--- src/sha3_pad_pkg.sv ---
// Shared widths, block rates, mode encodings and data types for the SHA3
// sponge padding unit. Every RTL block pulls its types from here.

package sha3_pad_pkg;

  ////////////////////////////////////////////////////////////////////////////
  // widths
  ////////////////////////////////////////////////////////////////////////////

  // one message word as it is written into the keccak state
  localparam int MsgWidth = 64;
  localparam int MsgStrbW = MsgWidth / 8;

  // word counter inside a block, covers all 25 lanes of the state
  localparam int KeccakCountW = 5;

  // encode_string(N) || encode_string(S) as prepared by software
  localparam int NsBytes = 30;

  // the two bytepad bytes sit in front of the N/S string
  // the whole prefix stays below the smallest rate (72 bytes for L512)
  localparam int PrefixBytes = NsBytes + 2;

  ////////////////////////////////////////////////////////////////////////////
  // data types
  ////////////////////////////////////////////////////////////////////////////

  typedef logic [MsgWidth-1:0]      msg_data_t;
  typedef logic [MsgStrbW-1:0]      msg_strb_t;
  typedef logic [KeccakCountW-1:0]  keccak_addr_t;
  typedef logic [NsBytes*8-1:0]     ns_data_t;
  typedef logic [PrefixBytes*8-1:0] prefix_t;

  typedef enum logic [1:0] {
    Sha3   = 2'b00,
    Shake  = 2'b01,
    CShake = 2'b10
  } sha3_mode_e;

  typedef enum logic [2:0] {
    L128 = 3'b000,
    L224 = 3'b001,
    L256 = 3'b010,
    L384 = 3'b011,
    L512 = 3'b100
  } keccak_strength_e;

  // source of the word that goes to the keccak state
  typedef enum logic [2:0] {
    MuxNone    = 3'b000,
    MuxFifo    = 3'b001,
    MuxPrefix  = 3'b010,
    MuxFuncPad = 3'b011,
    MuxZeroEnd = 3'b100
  } mux_sel_e;

  // block rate in 64-bit words, indexed by keccak_strength_e
  // that is (1600 - 2 * strength) / 64
  localparam int KeccakRateWords [5] = '{21, 18, 17, 13, 9};

endpackage

--- src/pad_block_counter.sv ---
// Word counter for the current keccak block. It also derives the block limit
// from the strength and flags the last word and the full block.

`timescale 1ns/1ns

module pad_block_counter (
  input  logic                             clk_i,
  input  logic                             rst_ni,
  input  sha3_pad_pkg::keccak_strength_e   strength_i,
  input  logic                             clr_i,
  input  logic                             incr_i,
  output sha3_pad_pkg::keccak_addr_t       word_addr_o,
  output logic                             sent_blocksize_o,
  output logic                             end_of_block_o
);
  import sha3_pad_pkg::*;

  logic [KeccakCountW-1:0] block_limit;
  logic [KeccakCountW-1:0] sent_count;

  // number of words in one block for the selected strength
  always_comb begin
    unique case (strength_i)
      L128:    block_limit = KeccakCountW'(KeccakRateWords[L128]);
      L224:    block_limit = KeccakCountW'(KeccakRateWords[L224]);
      L256:    block_limit = KeccakCountW'(KeccakRateWords[L256]);
      L384:    block_limit = KeccakCountW'(KeccakRateWords[L384]);
      L512:    block_limit = KeccakCountW'(KeccakRateWords[L512]);
      default: block_limit = '0;
    endcase
  end

  // clear wins over increment, the FSM clears on the cycle it starts a run
  always_ff @(posedge clk_i or negedge rst_ni) begin
    if (!rst_ni) begin
      sent_count <= '0;
    end else if (clr_i) begin
      sent_count <= '0;
    end else if (incr_i) begin
      sent_count <= sent_count + KeccakCountW'(1);
    end
  end

  // address wraps to 0 once the block is complete
  assign word_addr_o      = (sent_count < block_limit) ? sent_count : '0;
  assign sent_blocksize_o = (sent_count == block_limit);
  // the word currently offered is the last one of the block
  assign end_of_block_o   = ((sent_count + KeccakCountW'(1)) == block_limit);

endmodule

--- src/pad_fsm.sv ---
// Padding state machine. Steps through prefix, message, function pad and
// zero fill, starts the keccak rounds per block and reports absorbed.
// A latched process request is held until done_i.

`timescale 1ns/1ns

module pad_fsm (
  input  logic                        clk_i,
  input  logic                        rst_ni,
  input  sha3_pad_pkg::sha3_mode_e    mode_i,
  input  logic                        start_i,
  input  logic                        process_i,
  input  logic                        done_i,
  input  logic                        msg_valid_i,
  input  sha3_pad_pkg::msg_strb_t     msg_strb_i,
  input  logic                        keccak_ack_i,
  input  logic                        keccak_complete_i,
  input  logic                        sent_blocksize_i,
  input  logic                        end_of_block_i,
  output sha3_pad_pkg::mux_sel_e      sel_mux_o,
  output logic                        fsm_valid_o,
  output logic                        hold_msg_o,
  output logic                        en_msgbuf_o,
  output logic                        clr_msgbuf_o,
  output logic                        clr_count_o,
  output logic                        keccak_run_o,
  output logic                        absorbed_o
);
  import sha3_pad_pkg::*;

  typedef enum logic [3:0] {
    StPadIdle,
    StPrefix,
    StPrefixWait,
    StMessage,
    StMessageWait,
    StPad,
    StPadRun,
    StPad01,
    StPadFlush
  } pad_st_e;

  pad_st_e st, st_d;
  logic    process_latched;
  logic    absorbed_d;
  logic    msg_partial;

  // only the last word of a message may miss strobes
  assign msg_partial = ~(&msg_strb_i);

  // process may arrive while the prefix is still going out
  always_ff @(posedge clk_i or negedge rst_ni) begin
    if (!rst_ni) begin
      process_latched <= 1'b0;
    end else if (process_i) begin
      process_latched <= 1'b1;
    end else if (done_i) begin
      process_latched <= 1'b0;
    end
  end

  always_ff @(posedge clk_i or negedge rst_ni) begin
    if (!rst_ni) begin
      st         <= StPadIdle;
      absorbed_o <= 1'b0;
    end else begin
      st         <= st_d;
      absorbed_o <= absorbed_d;
    end
  end

  ////////////////////////////////////////////////////////////////////////////
  // next state and outputs
  ////////////////////////////////////////////////////////////////////////////

  always_comb begin
    st_d         = st;
    sel_mux_o    = MuxNone;
    fsm_valid_o  = 1'b0;
    hold_msg_o   = 1'b0;
    en_msgbuf_o  = 1'b0;
    clr_msgbuf_o = 1'b0;
    clr_count_o  = 1'b0;
    keccak_run_o = 1'b0;
    absorbed_d   = 1'b0;

    unique case (st)
      StPadIdle: begin
        // cSHAKE sends a whole prefix block before any message
        if (start_i) begin
          st_d = (mode_i == CShake) ? StPrefix : StMessage;
        end
      end

      StPrefix: begin
        sel_mux_o = MuxPrefix;
        if (sent_blocksize_i) begin
          st_d         = StPrefixWait;
          keccak_run_o = 1'b1;
          clr_count_o  = 1'b1;
        end else begin
          fsm_valid_o = 1'b1;
        end
      end

      StPrefixWait: begin
        sel_mux_o = MuxPrefix;
        if (keccak_complete_i) begin
          st_d = StMessage;
        end
      end

      StMessage: begin
        sel_mux_o = MuxFifo;
        if (msg_valid_i && msg_partial) begin
          // take the tail word into the buffer, it goes out with the pad
          en_msgbuf_o = 1'b1;
        end else if (sent_blocksize_i) begin
          // a full block wins over a pending process request
          st_d         = StMessageWait;
          keccak_run_o = 1'b1;
          clr_count_o  = 1'b1;
          hold_msg_o   = 1'b1;
        end else if (process_latched || process_i) begin
          st_d       = StPad;
          hold_msg_o = 1'b1;
        end
      end

      StMessageWait: begin
        hold_msg_o = 1'b1;
        if (keccak_complete_i) begin
          st_d = StMessage;
        end
      end

      StPad: begin
        sel_mux_o   = MuxFuncPad;
        fsm_valid_o = 1'b1;
        if (keccak_ack_i && end_of_block_i) begin
          // the pad word already carries the final bit
          st_d         = StPadRun;
          clr_msgbuf_o = 1'b1;
          clr_count_o  = 1'b1;
        end else if (keccak_ack_i) begin
          st_d         = StPad01;
          clr_msgbuf_o = 1'b1;
        end
      end

      StPadRun: begin
        st_d         = StPadFlush;
        keccak_run_o = 1'b1;
        clr_count_o  = 1'b1;
      end

      StPad01: begin
        // zero fill until the block is full, the last word gets bit 63
        sel_mux_o = MuxZeroEnd;
        if (sent_blocksize_i) begin
          st_d         = StPadFlush;
          keccak_run_o = 1'b1;
          clr_count_o  = 1'b1;
        end else begin
          fsm_valid_o = 1'b1;
        end
      end

      StPadFlush: begin
        clr_count_o  = 1'b1;
        clr_msgbuf_o = 1'b1;
        if (keccak_complete_i) begin
          st_d       = StPadIdle;
          absorbed_d = 1'b1;
        end
      end

      default: begin
        st_d = StPadIdle;
      end
    endcase
  end

endmodule

--- src/pad_output_mux.sv ---
// Output steering toward the keccak state. Picks data and valid from the
// active source, drives the message ready and flags accepted words.

`timescale 1ns/1ns

module pad_output_mux (
  input  sha3_pad_pkg::mux_sel_e  sel_mux_i,
  input  logic                    fsm_valid_i,
  input  logic                    hold_msg_i,
  input  logic                    en_msgbuf_i,
  input  logic                    msg_valid_i,
  input  sha3_pad_pkg::msg_data_t msg_data_i,
  input  sha3_pad_pkg::msg_data_t prefix_word_i,
  input  sha3_pad_pkg::msg_data_t funcpad_word_i,
  input  sha3_pad_pkg::msg_data_t zero_end_word_i,
  input  logic                    keccak_ready_i,
  output logic                    keccak_valid_o,
  output sha3_pad_pkg::msg_data_t keccak_data_o,
  output logic                    msg_ready_o,
  output logic                    keccak_ack_o
);
  import sha3_pad_pkg::*;

  always_comb begin
    keccak_data_o  = '0;
    keccak_valid_o = 1'b0;
    msg_ready_o    = 1'b0;
    unique case (sel_mux_i)
      MuxFifo: begin
        keccak_data_o  = msg_data_i;
        // a buffered partial word is never forwarded
        keccak_valid_o = msg_valid_i & ~hold_msg_i & ~en_msgbuf_i;
        // buffering accepts the word without waiting on the keccak side
        msg_ready_o    = en_msgbuf_i | (keccak_ready_i & ~hold_msg_i);
      end
      MuxPrefix: begin
        keccak_data_o  = prefix_word_i;
        keccak_valid_o = fsm_valid_i;
      end
      MuxFuncPad: begin
        keccak_data_o  = funcpad_word_i;
        keccak_valid_o = fsm_valid_i;
      end
      MuxZeroEnd: begin
        keccak_data_o  = zero_end_word_i;
        keccak_valid_o = fsm_valid_i;
      end
      default: begin
        keccak_data_o = '0;
      end
    endcase
  end

  // counts toward the block on every word the keccak side takes
  assign keccak_ack_o = keccak_valid_o & keccak_ready_i;

endmodule

--- src/pad_prefix_gen.sv ---
// cSHAKE prefix source. Builds bytepad(encode_string(N) || encode_string(S))
// from the software N/S string and returns the 64-bit word at the address.

`timescale 1ns/1ns

module pad_prefix_gen (
  input  sha3_pad_pkg::keccak_strength_e strength_i,
  input  sha3_pad_pkg::ns_data_t         ns_data_i,
  input  sha3_pad_pkg::keccak_addr_t     word_addr_i,
  output sha3_pad_pkg::msg_data_t        prefix_word_o
);
  import sha3_pad_pkg::*;

  logic [7:0] rate_byte;
  prefix_t    prefix;

  // left_encode(rate in bytes) is the byte 8'h01 followed by the rate
  // only the cSHAKE strengths have a defined rate byte
  always_comb begin
    unique case (strength_i)
      L128:    rate_byte = 8'd168;
      L256:    rate_byte = 8'd136;
      default: rate_byte = 8'd0;
    endcase
  end

  // byte 0 goes out first, N/S follows right after the two encoding bytes
  assign prefix = {ns_data_i, rate_byte, 8'h01};

  // past the prefix the rest of the block is zero fill
  always_comb begin
    if (int'(word_addr_i) < (PrefixBytes / 8)) begin
      prefix_word_o = prefix[int'(word_addr_i)*MsgWidth +: MsgWidth];
    end else begin
      prefix_word_o = '0;
    end
  end

endmodule

--- src/pad_suffix_gen.sv ---
// Function pad source. Keeps the partial last message word and merges it
// with the mode suffix and the first bit of pad10*1. Also forms the zero
// fill word that closes the block.

`timescale 1ns/1ns

module pad_suffix_gen (
  input  logic                        clk_i,
  input  logic                        rst_ni,
  input  sha3_pad_pkg::sha3_mode_e    mode_i,
  input  sha3_pad_pkg::msg_data_t     msg_data_i,
  input  sha3_pad_pkg::msg_strb_t     msg_strb_i,
  input  logic                        en_msgbuf_i,
  input  logic                        clr_msgbuf_i,
  input  logic                        end_of_block_i,
  output sha3_pad_pkg::msg_data_t     funcpad_word_o,
  output sha3_pad_pkg::msg_data_t     zero_end_word_o
);
  import sha3_pad_pkg::*;

  // a partial word never strobes byte 7, so seven bytes are enough
  logic [MsgWidth-8-1:0] msg_buf;
  logic [MsgStrbW-2:0]   msg_strb;
  logic [4:0]            funcpad;

  // mode suffix with the leading 1 of pad10*1 already appended
  // SHA3 adds 01, SHAKE adds 1111 and cSHAKE adds 00
  always_comb begin
    unique case (mode_i)
      Sha3:    funcpad = 5'b00110;
      Shake:   funcpad = 5'b11111;
      CShake:  funcpad = 5'b00100;
      default: funcpad = 5'b00001;
    endcase
  end

  always_ff @(posedge clk_i) begin
    if (en_msgbuf_i) begin
      msg_buf <= msg_data_i[MsgWidth-8-1:0];
    end
  end

  // the strobes decide how many buffered bytes take part in the pad word
  always_ff @(posedge clk_i or negedge rst_ni) begin
    if (!rst_ni) begin
      msg_strb <= '0;
    end else if (en_msgbuf_i) begin
      msg_strb <= msg_strb_i[MsgStrbW-2:0];
    end else if (clr_msgbuf_i) begin
      msg_strb <= '0;
    end
  end

  // suffix lands in the byte right after the last buffered one
  // bit 63 closes pad10*1 when this word is the last of the block
  always_comb begin
    unique case (msg_strb)
      7'b000_0000: funcpad_word_o = {end_of_block_i, 63'(funcpad)};
      7'b000_0001: funcpad_word_o = {end_of_block_i, 55'(funcpad), msg_buf[7:0]};
      7'b000_0011: funcpad_word_o = {end_of_block_i, 47'(funcpad), msg_buf[15:0]};
      7'b000_0111: funcpad_word_o = {end_of_block_i, 39'(funcpad), msg_buf[23:0]};
      7'b000_1111: funcpad_word_o = {end_of_block_i, 31'(funcpad), msg_buf[31:0]};
      7'b001_1111: funcpad_word_o = {end_of_block_i, 23'(funcpad), msg_buf[39:0]};
      7'b011_1111: funcpad_word_o = {end_of_block_i, 15'(funcpad), msg_buf[47:0]};
      7'b111_1111: funcpad_word_o = {end_of_block_i, 7'(funcpad), msg_buf[55:0]};
      default:     funcpad_word_o = '0;
    endcase
  end

  // zero fill, with the final pad bit on the last word of the block
  assign zero_end_word_o = {end_of_block_i, {(MsgWidth-1){1'b0}}};

endmodule

--- src/sha3_pad.sv ---
// SHA3 sponge padding unit, top level. Sits between the message FIFO and
// the keccak round engine and supports SHA3, SHAKE and cSHAKE.

`timescale 1ns/1ns

module sha3_pad (
  input  logic                             clk_i,
  input  logic                             rst_ni,

  // message FIFO side
  input  logic                             msg_valid_i,
  input  sha3_pad_pkg::msg_data_t          msg_data_i,
  input  sha3_pad_pkg::msg_strb_t          msg_strb_i,
  output logic                             msg_ready_o,

  // N/S string for cSHAKE, prepared by software
  input  sha3_pad_pkg::ns_data_t           ns_data_i,

  // keccak state write port
  output logic                             keccak_valid_o,
  output sha3_pad_pkg::keccak_addr_t       keccak_addr_o,
  output sha3_pad_pkg::msg_data_t          keccak_data_o,
  input  logic                             keccak_ready_i,

  // keccak round control
  output logic                             keccak_run_o,
  input  logic                             keccak_complete_i,

  // configuration, stable from start until absorbed
  input  sha3_pad_pkg::sha3_mode_e         mode_i,
  input  sha3_pad_pkg::keccak_strength_e   strength_i,

  // control pulses
  input  logic                             start_i,
  input  logic                             process_i,
  input  logic                             done_i,
  output logic                             absorbed_o
);
  import sha3_pad_pkg::*;

  mux_sel_e  sel_mux;
  logic      fsm_valid;
  logic      hold_msg;
  logic      en_msgbuf;
  logic      clr_msgbuf;
  logic      clr_count;
  logic      keccak_ack;
  logic      sent_blocksize;
  logic      end_of_block;
  msg_data_t prefix_word;
  msg_data_t funcpad_word;
  msg_data_t zero_end_word;

  // the counter address feeds both the prefix slicer and the state port
  pad_block_counter u_block_counter (
    .clk_i            (clk_i),
    .rst_ni           (rst_ni),
    .strength_i       (strength_i),
    .clr_i            (clr_count),
    .incr_i           (keccak_ack),
    .word_addr_o      (keccak_addr_o),
    .sent_blocksize_o (sent_blocksize),
    .end_of_block_o   (end_of_block)
  );

  pad_prefix_gen u_prefix_gen (
    .strength_i    (strength_i),
    .ns_data_i     (ns_data_i),
    .word_addr_i   (keccak_addr_o),
    .prefix_word_o (prefix_word)
  );

  pad_suffix_gen u_suffix_gen (
    .clk_i           (clk_i),
    .rst_ni          (rst_ni),
    .mode_i          (mode_i),
    .msg_data_i      (msg_data_i),
    .msg_strb_i      (msg_strb_i),
    .en_msgbuf_i     (en_msgbuf),
    .clr_msgbuf_i    (clr_msgbuf),
    .end_of_block_i  (end_of_block),
    .funcpad_word_o  (funcpad_word),
    .zero_end_word_o (zero_end_word)
  );

  pad_fsm u_fsm (
    .clk_i             (clk_i),
    .rst_ni            (rst_ni),
    .mode_i            (mode_i),
    .start_i           (start_i),
    .process_i         (process_i),
    .done_i            (done_i),
    .msg_valid_i       (msg_valid_i),
    .msg_strb_i        (msg_strb_i),
    .keccak_ack_i      (keccak_ack),
    .keccak_complete_i (keccak_complete_i),
    .sent_blocksize_i  (sent_blocksize),
    .end_of_block_i    (end_of_block),
    .sel_mux_o         (sel_mux),
    .fsm_valid_o       (fsm_valid),
    .hold_msg_o        (hold_msg),
    .en_msgbuf_o       (en_msgbuf),
    .clr_msgbuf_o      (clr_msgbuf),
    .clr_count_o       (clr_count),
    .keccak_run_o      (keccak_run_o),
    .absorbed_o        (absorbed_o)
  );

  pad_output_mux u_output_mux (
    .sel_mux_i       (sel_mux),
    .fsm_valid_i     (fsm_valid),
    .hold_msg_i      (hold_msg),
    .en_msgbuf_i     (en_msgbuf),
    .msg_valid_i     (msg_valid_i),
    .msg_data_i      (msg_data_i),
    .prefix_word_i   (prefix_word),
    .funcpad_word_i  (funcpad_word),
    .zero_end_word_i (zero_end_word),
    .keccak_ready_i  (keccak_ready_i),
    .keccak_valid_o  (keccak_valid_o),
    .keccak_data_o   (keccak_data_o),
    .msg_ready_o     (msg_ready_o),
    .keccak_ack_o    (keccak_ack)
  );

endmodule

--- config.mk ---
export PLATFORM = sky130hd
export DESIGN_NAME = sha3_pad
export DESIGN_NICKNAME = d
export VERILOG_FILES = /design/src/sha3_pad_pkg.sv /design/src/pad_block_counter.sv /design/src/pad_fsm.sv /design/src/pad_output_mux.sv /design/src/pad_prefix_gen.sv /design/src/pad_suffix_gen.sv /design/src/sha3_pad.sv
export SDC_FILE = /design/constraint.sdc
export NUM_CORES = 1
export LEC_CHECK = 0
export BUFFER_PORTS_ARGS = -buffer_cell sky130_fd_sc_hd__buf_2
export CAP_MARGIN = 20
export CORE_AREA = 4 4 152 154
export DETAILED_ROUTE_END_ITERATION = 16
export DIE_AREA = 0 0 156 158
export PLACE_DENSITY = 0.59
export SYNTH_ARGS = -nofsm -noshare
export SYNTH_HDL_FRONTEND = slang
export SYNTH_SLANG_ARGS = --single-unit
export TNS_END_PERCENT = 100
--- constraint.sdc ---
create_clock -name clk_i -period 10.2 [get_ports clk_i]
set_clock_uncertainty 0.05 [all_clocks]
set_input_delay 2.04 -clock clk_i [delete_from_list [all_inputs] [get_ports clk_i]]
set_output_delay 2.04 -clock clk_i [all_outputs]
set_load 0.005 [all_outputs]
# Word level (Yosys, flattened, before mapping)
# Cells that the tools add are included.
dict set report word_totals {
  ramBits 0
  regBits 74
  n_memories 0
  output_inout_bits 73
  latch_bits 0
  in_bits 325
  word_cells 116
  romBits 0
}
dict set report op_classes {
  eq_ne 35
  muxes 46
  add_sub_neg 1
  bitwise_logic 8
  n_div 0
  n_shift 1
  n_mul 0
  n_lt_le_gt_ge 2
  n_reduce_logical 17
}
# cell count
set op_table {}
lappend op_table {{$pmux W64 S8} 1}
lappend op_table {{$pmux W64 S4} 1}
lappend op_table {{$shiftx A256 B12 Y64} 1}
lappend op_table {{$mux W64} 1}
lappend op_table {{$mux W4} 10}
lappend op_table {{$pmux W4 S8} 1}
lappend op_table {{$pmux W5 S5} 1}
lappend op_table {{$eq A4 B3 Y1 const B} 4}
lappend op_table {{$mux W1} 16}
lappend op_table {{$pmux W8 S2} 1}
lappend op_table {{$reduce_and A8 Y1} 2}
lappend op_table {{$mux W5} 3}
lappend op_table {{$pmux W5 S3} 1}
lappend op_table {{$mux W7} 2}
lappend op_table {{$eq A3 B2 Y1 const B} 4}
lappend op_table {{$pmux W3 S4} 1}
lappend op_table {{$eq A5 B5 Y1} 2}
lappend op_table {{$ne A2 B2 Y1 const B} 5}
lappend op_table {{$eq A4 B2 Y1 const B} 2}
lappend op_table {{$pmux W1 S2} 4}
lappend op_table {{$reduce_or A2 Y1} 4}
lappend op_table {{$eq A7 B1 Y1 const B} 1}
lappend op_table {{$eq A7 B2 Y1 const B} 1}
lappend op_table {{$eq A7 B3 Y1 const B} 1}
lappend op_table {{other kinds (30)} 40}

# Depth between registers and ports, before layout
dict set report depth {
  word_depth 16
  mapped_depth 13
  depth_no_buf 9
}

# Cells and area by module
# From an unflattened synthesis, not the netlist that was laid out.
dict set report unflattened {
  cells_unflattened 822
  area_unflattened_um2 8044.0
}
# mod cells_per_inst n_inst area_per_inst_um2 seq_area_each_um2
set by_module_without_submodules {}
lappend by_module_without_submodules {pad_suffix_gen 300 1 3284.4 1856.8}
lappend by_module_without_submodules {pad_prefix_gen 176 1 1950.6 0.0}
lappend by_module_without_submodules {pad_output_mux 214 1 1672.9 0.0}
lappend by_module_without_submodules {pad_fsm 75 1 616.8 150.1}
lappend by_module_without_submodules {pad_block_counter 57 1 519.2 125.1}

# Worst setup path after synthesis
# No wires, ideal clock.
dict set report synth_path {
  kind {in2out}
  start {input strength_i[1]}
  end {output keccak_data_o[12]}
  setup_slack_ps 3763
  arrival_time_ps 4347
  required_time_ps 8110
  cell_stages 12
  path_buffers 4
  cell_sequence {buf_2 > or3b_1 > ha_1 > nor2b_1 > o21ba_2 > buf_6 > or3_1 > buf_2 > buf_6 > nor2_1 > nor4_1 > a221o_1}
}
dict set report synth_between {
  elab_chain_len 7
  elab_cells_between_ends 12
  classes_between {order compare (2); eq/ne (4); shift (1); mux (4); reduce/logical (1)}
}
# item line_no
set synth_rtl {}
lappend synth_rtl {{start: declaration} sha3_pad.sv:31} ;# input sha3_pad_pkg::keccak_strength_e strength_i,
lappend synth_rtl {{$eq A3 B3 Y1 (tied with other cells)} pad_block_counter.sv:23} ;# unique case (strength_i)
lappend synth_rtl {{$pmux W5 S5 (*)} pad_block_counter.sv:23}
lappend synth_rtl {{$lt A5 B5 Y1 (*)} pad_block_counter.sv:45} ;# assign word_addr_o = (sent_count < block_limit) ? sent_count : '0;
lappend synth_rtl {{$mux W5 (*)} pad_block_counter.sv:45}
lappend synth_rtl {{$shiftx A256 B12 Y64 or $lt A5 B3 Y1 (tied branches)} {pad_prefix_gen.sv:33, pad_prefix_gen.sv:32}}
lappend synth_rtl {{$mux W64 (*)} pad_prefix_gen.sv:32} ;# if (int'(word_addr_i) < (PrefixBytes / 8)) begin
lappend synth_rtl {{$pmux W64 S4 (*)} pad_output_mux.sv:28} ;# unique case (sel_mux_i)
lappend synth_rtl {{end: declaration} sha3_pad.sv:22} ;# output sha3_pad_pkg::msg_data_t keccak_data_o,
# Every way passes the cells marked *; elsewhere a longest branch is shown, timed or not.

# Worst setup path after layout
dict set report layout_path {
  start {input strength_i[0]}
  end {output keccak_data_o[41]}
}
# The elaborated chain is that of the path after synthesis.

==> qor.yml <==
status:
  status: "complete, no violations"
cts:
  path_clk_slew_ps: 70
  cts_buffer_depth: 2
  cts_tree: "done"
  clock_latency_ps: 350
  post_cts_buffers: 0
  cts_sinks: 74
  post_cts_resize_count: 0
  root_buffer: "clkbuf_16"
  ctsHoldBuffers: 0
  htree_levels: 3
  cts_inserted_buffers: 9
sta:
  setup_viol: 0
  hold_violations: 0
  post-route-min-period_ps: 7780
  worst_slew_pin_slew_ps: 1040
  slew_violations: 0
  timing.fmax_mhz: 129
  min_period_over_period_pct: 76.3
  rsz0062_at_grt: "false"
  tns_ps: 0
  worst_hold_slack_ps: 432
  slew_headroom_pct: 30.4
synthesis:
  syn_area_per_cell_um2: 8.49
  syn_area_um2: 6570
  synth_ff_type: "edfxtp_1"
  synth_top_area_share_pct: 25.6
  synth_edf_count: 56
  ys_types: 79
  syn_inst: 774
  yosys.area.top_type: "edfxtp_1"
  yosysWarnings: 0
  synthTopCellsByArea: "edfxtp_1, dfrtp_1, o221ai_1"
  ys_seq_area_share_pct: 32.4
  synthArstFlopShare_pct: 24.3
  ys_ff_latch: 74
  syn-num-nets: 1105
routing:
  drt_iter0_markers: 771
  vias_per_cell: 5.85
  wl_per_cell_um: 24.8
  drt-pass1-iter-count: 6
  wl_um: 35000
  drc: 0
  antenna_left: 0
  vias: 8253
critical_path:
  critPathLaunch: "strength_i[0]"
  rr_worst_depth: 5
  worstPathArrival_ps: 5690
  critPathCaptureType: "output pin"
  worstSetupPathType: "input port to output pin"
  reg2reg_to: "u_suffix_gen.msg_buf[50]$_DFFE_PP_"
  r2r_slack_ps: 7000
  cp_max_fo: 27
  endpoint: "keccak_data_o[41]"
  regToRegStartpoint: "u_fsm.st[2]$_DFFE_PN0P_"
  cp-start-kind: "input port"
  cp.required_ps: 8110
die:
  start_util_pct: 30.3
  die_area_um2: 24600
  die_height_um: 158
  rows: 54
  fp.dieW_um: 156
  ios: 398
  core_area_um2: 21700
global_route:
  antenna_found_initial: 5
  grt_max_degree: 73
  grt_pass1_wl_um: 49800
  grt_pass1_vias: 8001
  groute.usage.overall_pct: 26.8
  overflow: 0
placement:
  place_area_um2: 8670
  gp_congestion: 0.935
  place_hpwl_um: 27000
  port-buffer-count: 397
power_and_ir_drop:
  ir_drop_v: 0.000142
  design_power_total_w: 0.00253
  p_per_area_nw_per_um2: 282
  power_leakage_nw: 3.91
layout:
  finish.instance_area_um2: 8990
  area_growth_syn_to_layout_pct: 36.8
  layout_commonest_cell: "buf_2"
  drive_gt1_share_pct: 40.5
  fillerInstances: 2269
  nNetsFinal: 1451
  layout_common_cells: "buf_2, nor2_1, a21oi_1"
min_path:
  min-delay-path-class: "register to register"
flow_run:
  max_cap_viol_count: 0
## final cells by class
class	count	area, µm²	area share [%]
Multi-Input combinational cell	611	4070	45.2
Sequential cell	74	2130	23.7
Timing Repair Buffer	406	2050	22.8
Tap cell	280	350	3.90
Clock buffer	9	225	2.50
Clock inverter	7	81.3	0.904
Inverter	18	67.6	0.751
Antenna cell	5	12.5	0.139
## worst min-delay path by stage
stage                     slack (ps)  depth (start not counted)                                end                               from
after detailed placement         420                          1  u_fsm.process_latched$_DFFE_PN0P_  u_fsm.process_latched$_DFFE_PN0P_
final                            430                          1  u_fsm.process_latched$_DFFE_PN0P_  u_fsm.process_latched$_DFFE_PN0P_
after global placement           410                          1  u_fsm.process_latched$_DFFE_PN0P_  u_fsm.process_latched$_DFFE_PN0P_
after global routing             450                          1  u_fsm.process_latched$_DFFE_PN0P_  u_fsm.process_latched$_DFFE_PN0P_
after CTS                        430                          1  u_fsm.process_latched$_DFFE_PN0P_  u_fsm.process_latched$_DFFE_PN0P_
after floorplan                  400                          1  u_fsm.process_latched$_DFFE_PN0P_  u_fsm.process_latched$_DFFE_PN0P_
## power by group
part | switching, W | total, W | internal [W]
clock | 0.000148 | 0.000342 | 0.000194
sequential | 0.0000848 | 0.000490 | 0.000405
combinational | 0.00105 | 0.00170 | 0.000650
## metrics by stage
| stage | instances | util (%) | worst slack (ps) |
|---|---|---|---|
| after global routing | 1407 | 41.4 | 2280 |
| after CTS | 1405 | 41.4 | 2470 |
| after floorplan | 774 | - | 3760 |
| after global placement | 1388 | 40.0 | 2510 |
| final | 1410 | 41.5 | 2420 |
| after detailed placement | 1389 | 40.0 | 2470 |
## worst max-delay path, stage by stage
cell,delay (ps)
buf_2,140
nor2b_1,130
a21oi_1,230
ha_1,300
a21o_1,200
a21o_1,500
nor2_4,690
a21o_1,790
nor4_1,150
a221o_1,360
buf_2,130
## sequential cells by signal (all words and copies together), names as in the netlist
register	count
u_suffix_gen.msg_buf	56
u_suffix_gen.msg_strb	7
u_fsm.absorbed_o	1
u_block_counter.sent_count	5
u_fsm.process_latched	1
u_fsm.st	4
## Yosys cell counts (all sizes together) (10+ instances only)
cell and instances:
dfrtp 18, o32ai 17, edfxtp 56, clkbuf 35, or3 26, mux2i 20, a221o 15, a21oi 70
nand3 23, a22oi 23, o221ai 45, inv 17, a22o 19, buf 36, o31ai 19, nor2 83
a2bb2oi 11, a32oi 11, nand2 40, nor3 27, xnor2 10, o21ai 47
## metal layers
layer,up-vias,wire (µm),track usage (%)
met5,-,26,0
met4,4,741,6.79
met3,47,2990,5.88
met2,461,17000,44.0
met1,3969,14300,36.1
li1,3772,-,-
## cell families after synthesis
group | count (synthesis) | share of synthesized area, %
flip-flops | 74 | 32.4
XOR/XNOR | 12 | 1.60
AND/OR/NAND/NOR | 253 | 19.6
adder cells (fa/ha/maj) | 6 | 1.14
AO/OA/AOI/OAI | 316 | 35.5
buffers and inverters | 89 | 6.00
multiplexers | 24 | 3.73
(Power assumes the default switching activity.)
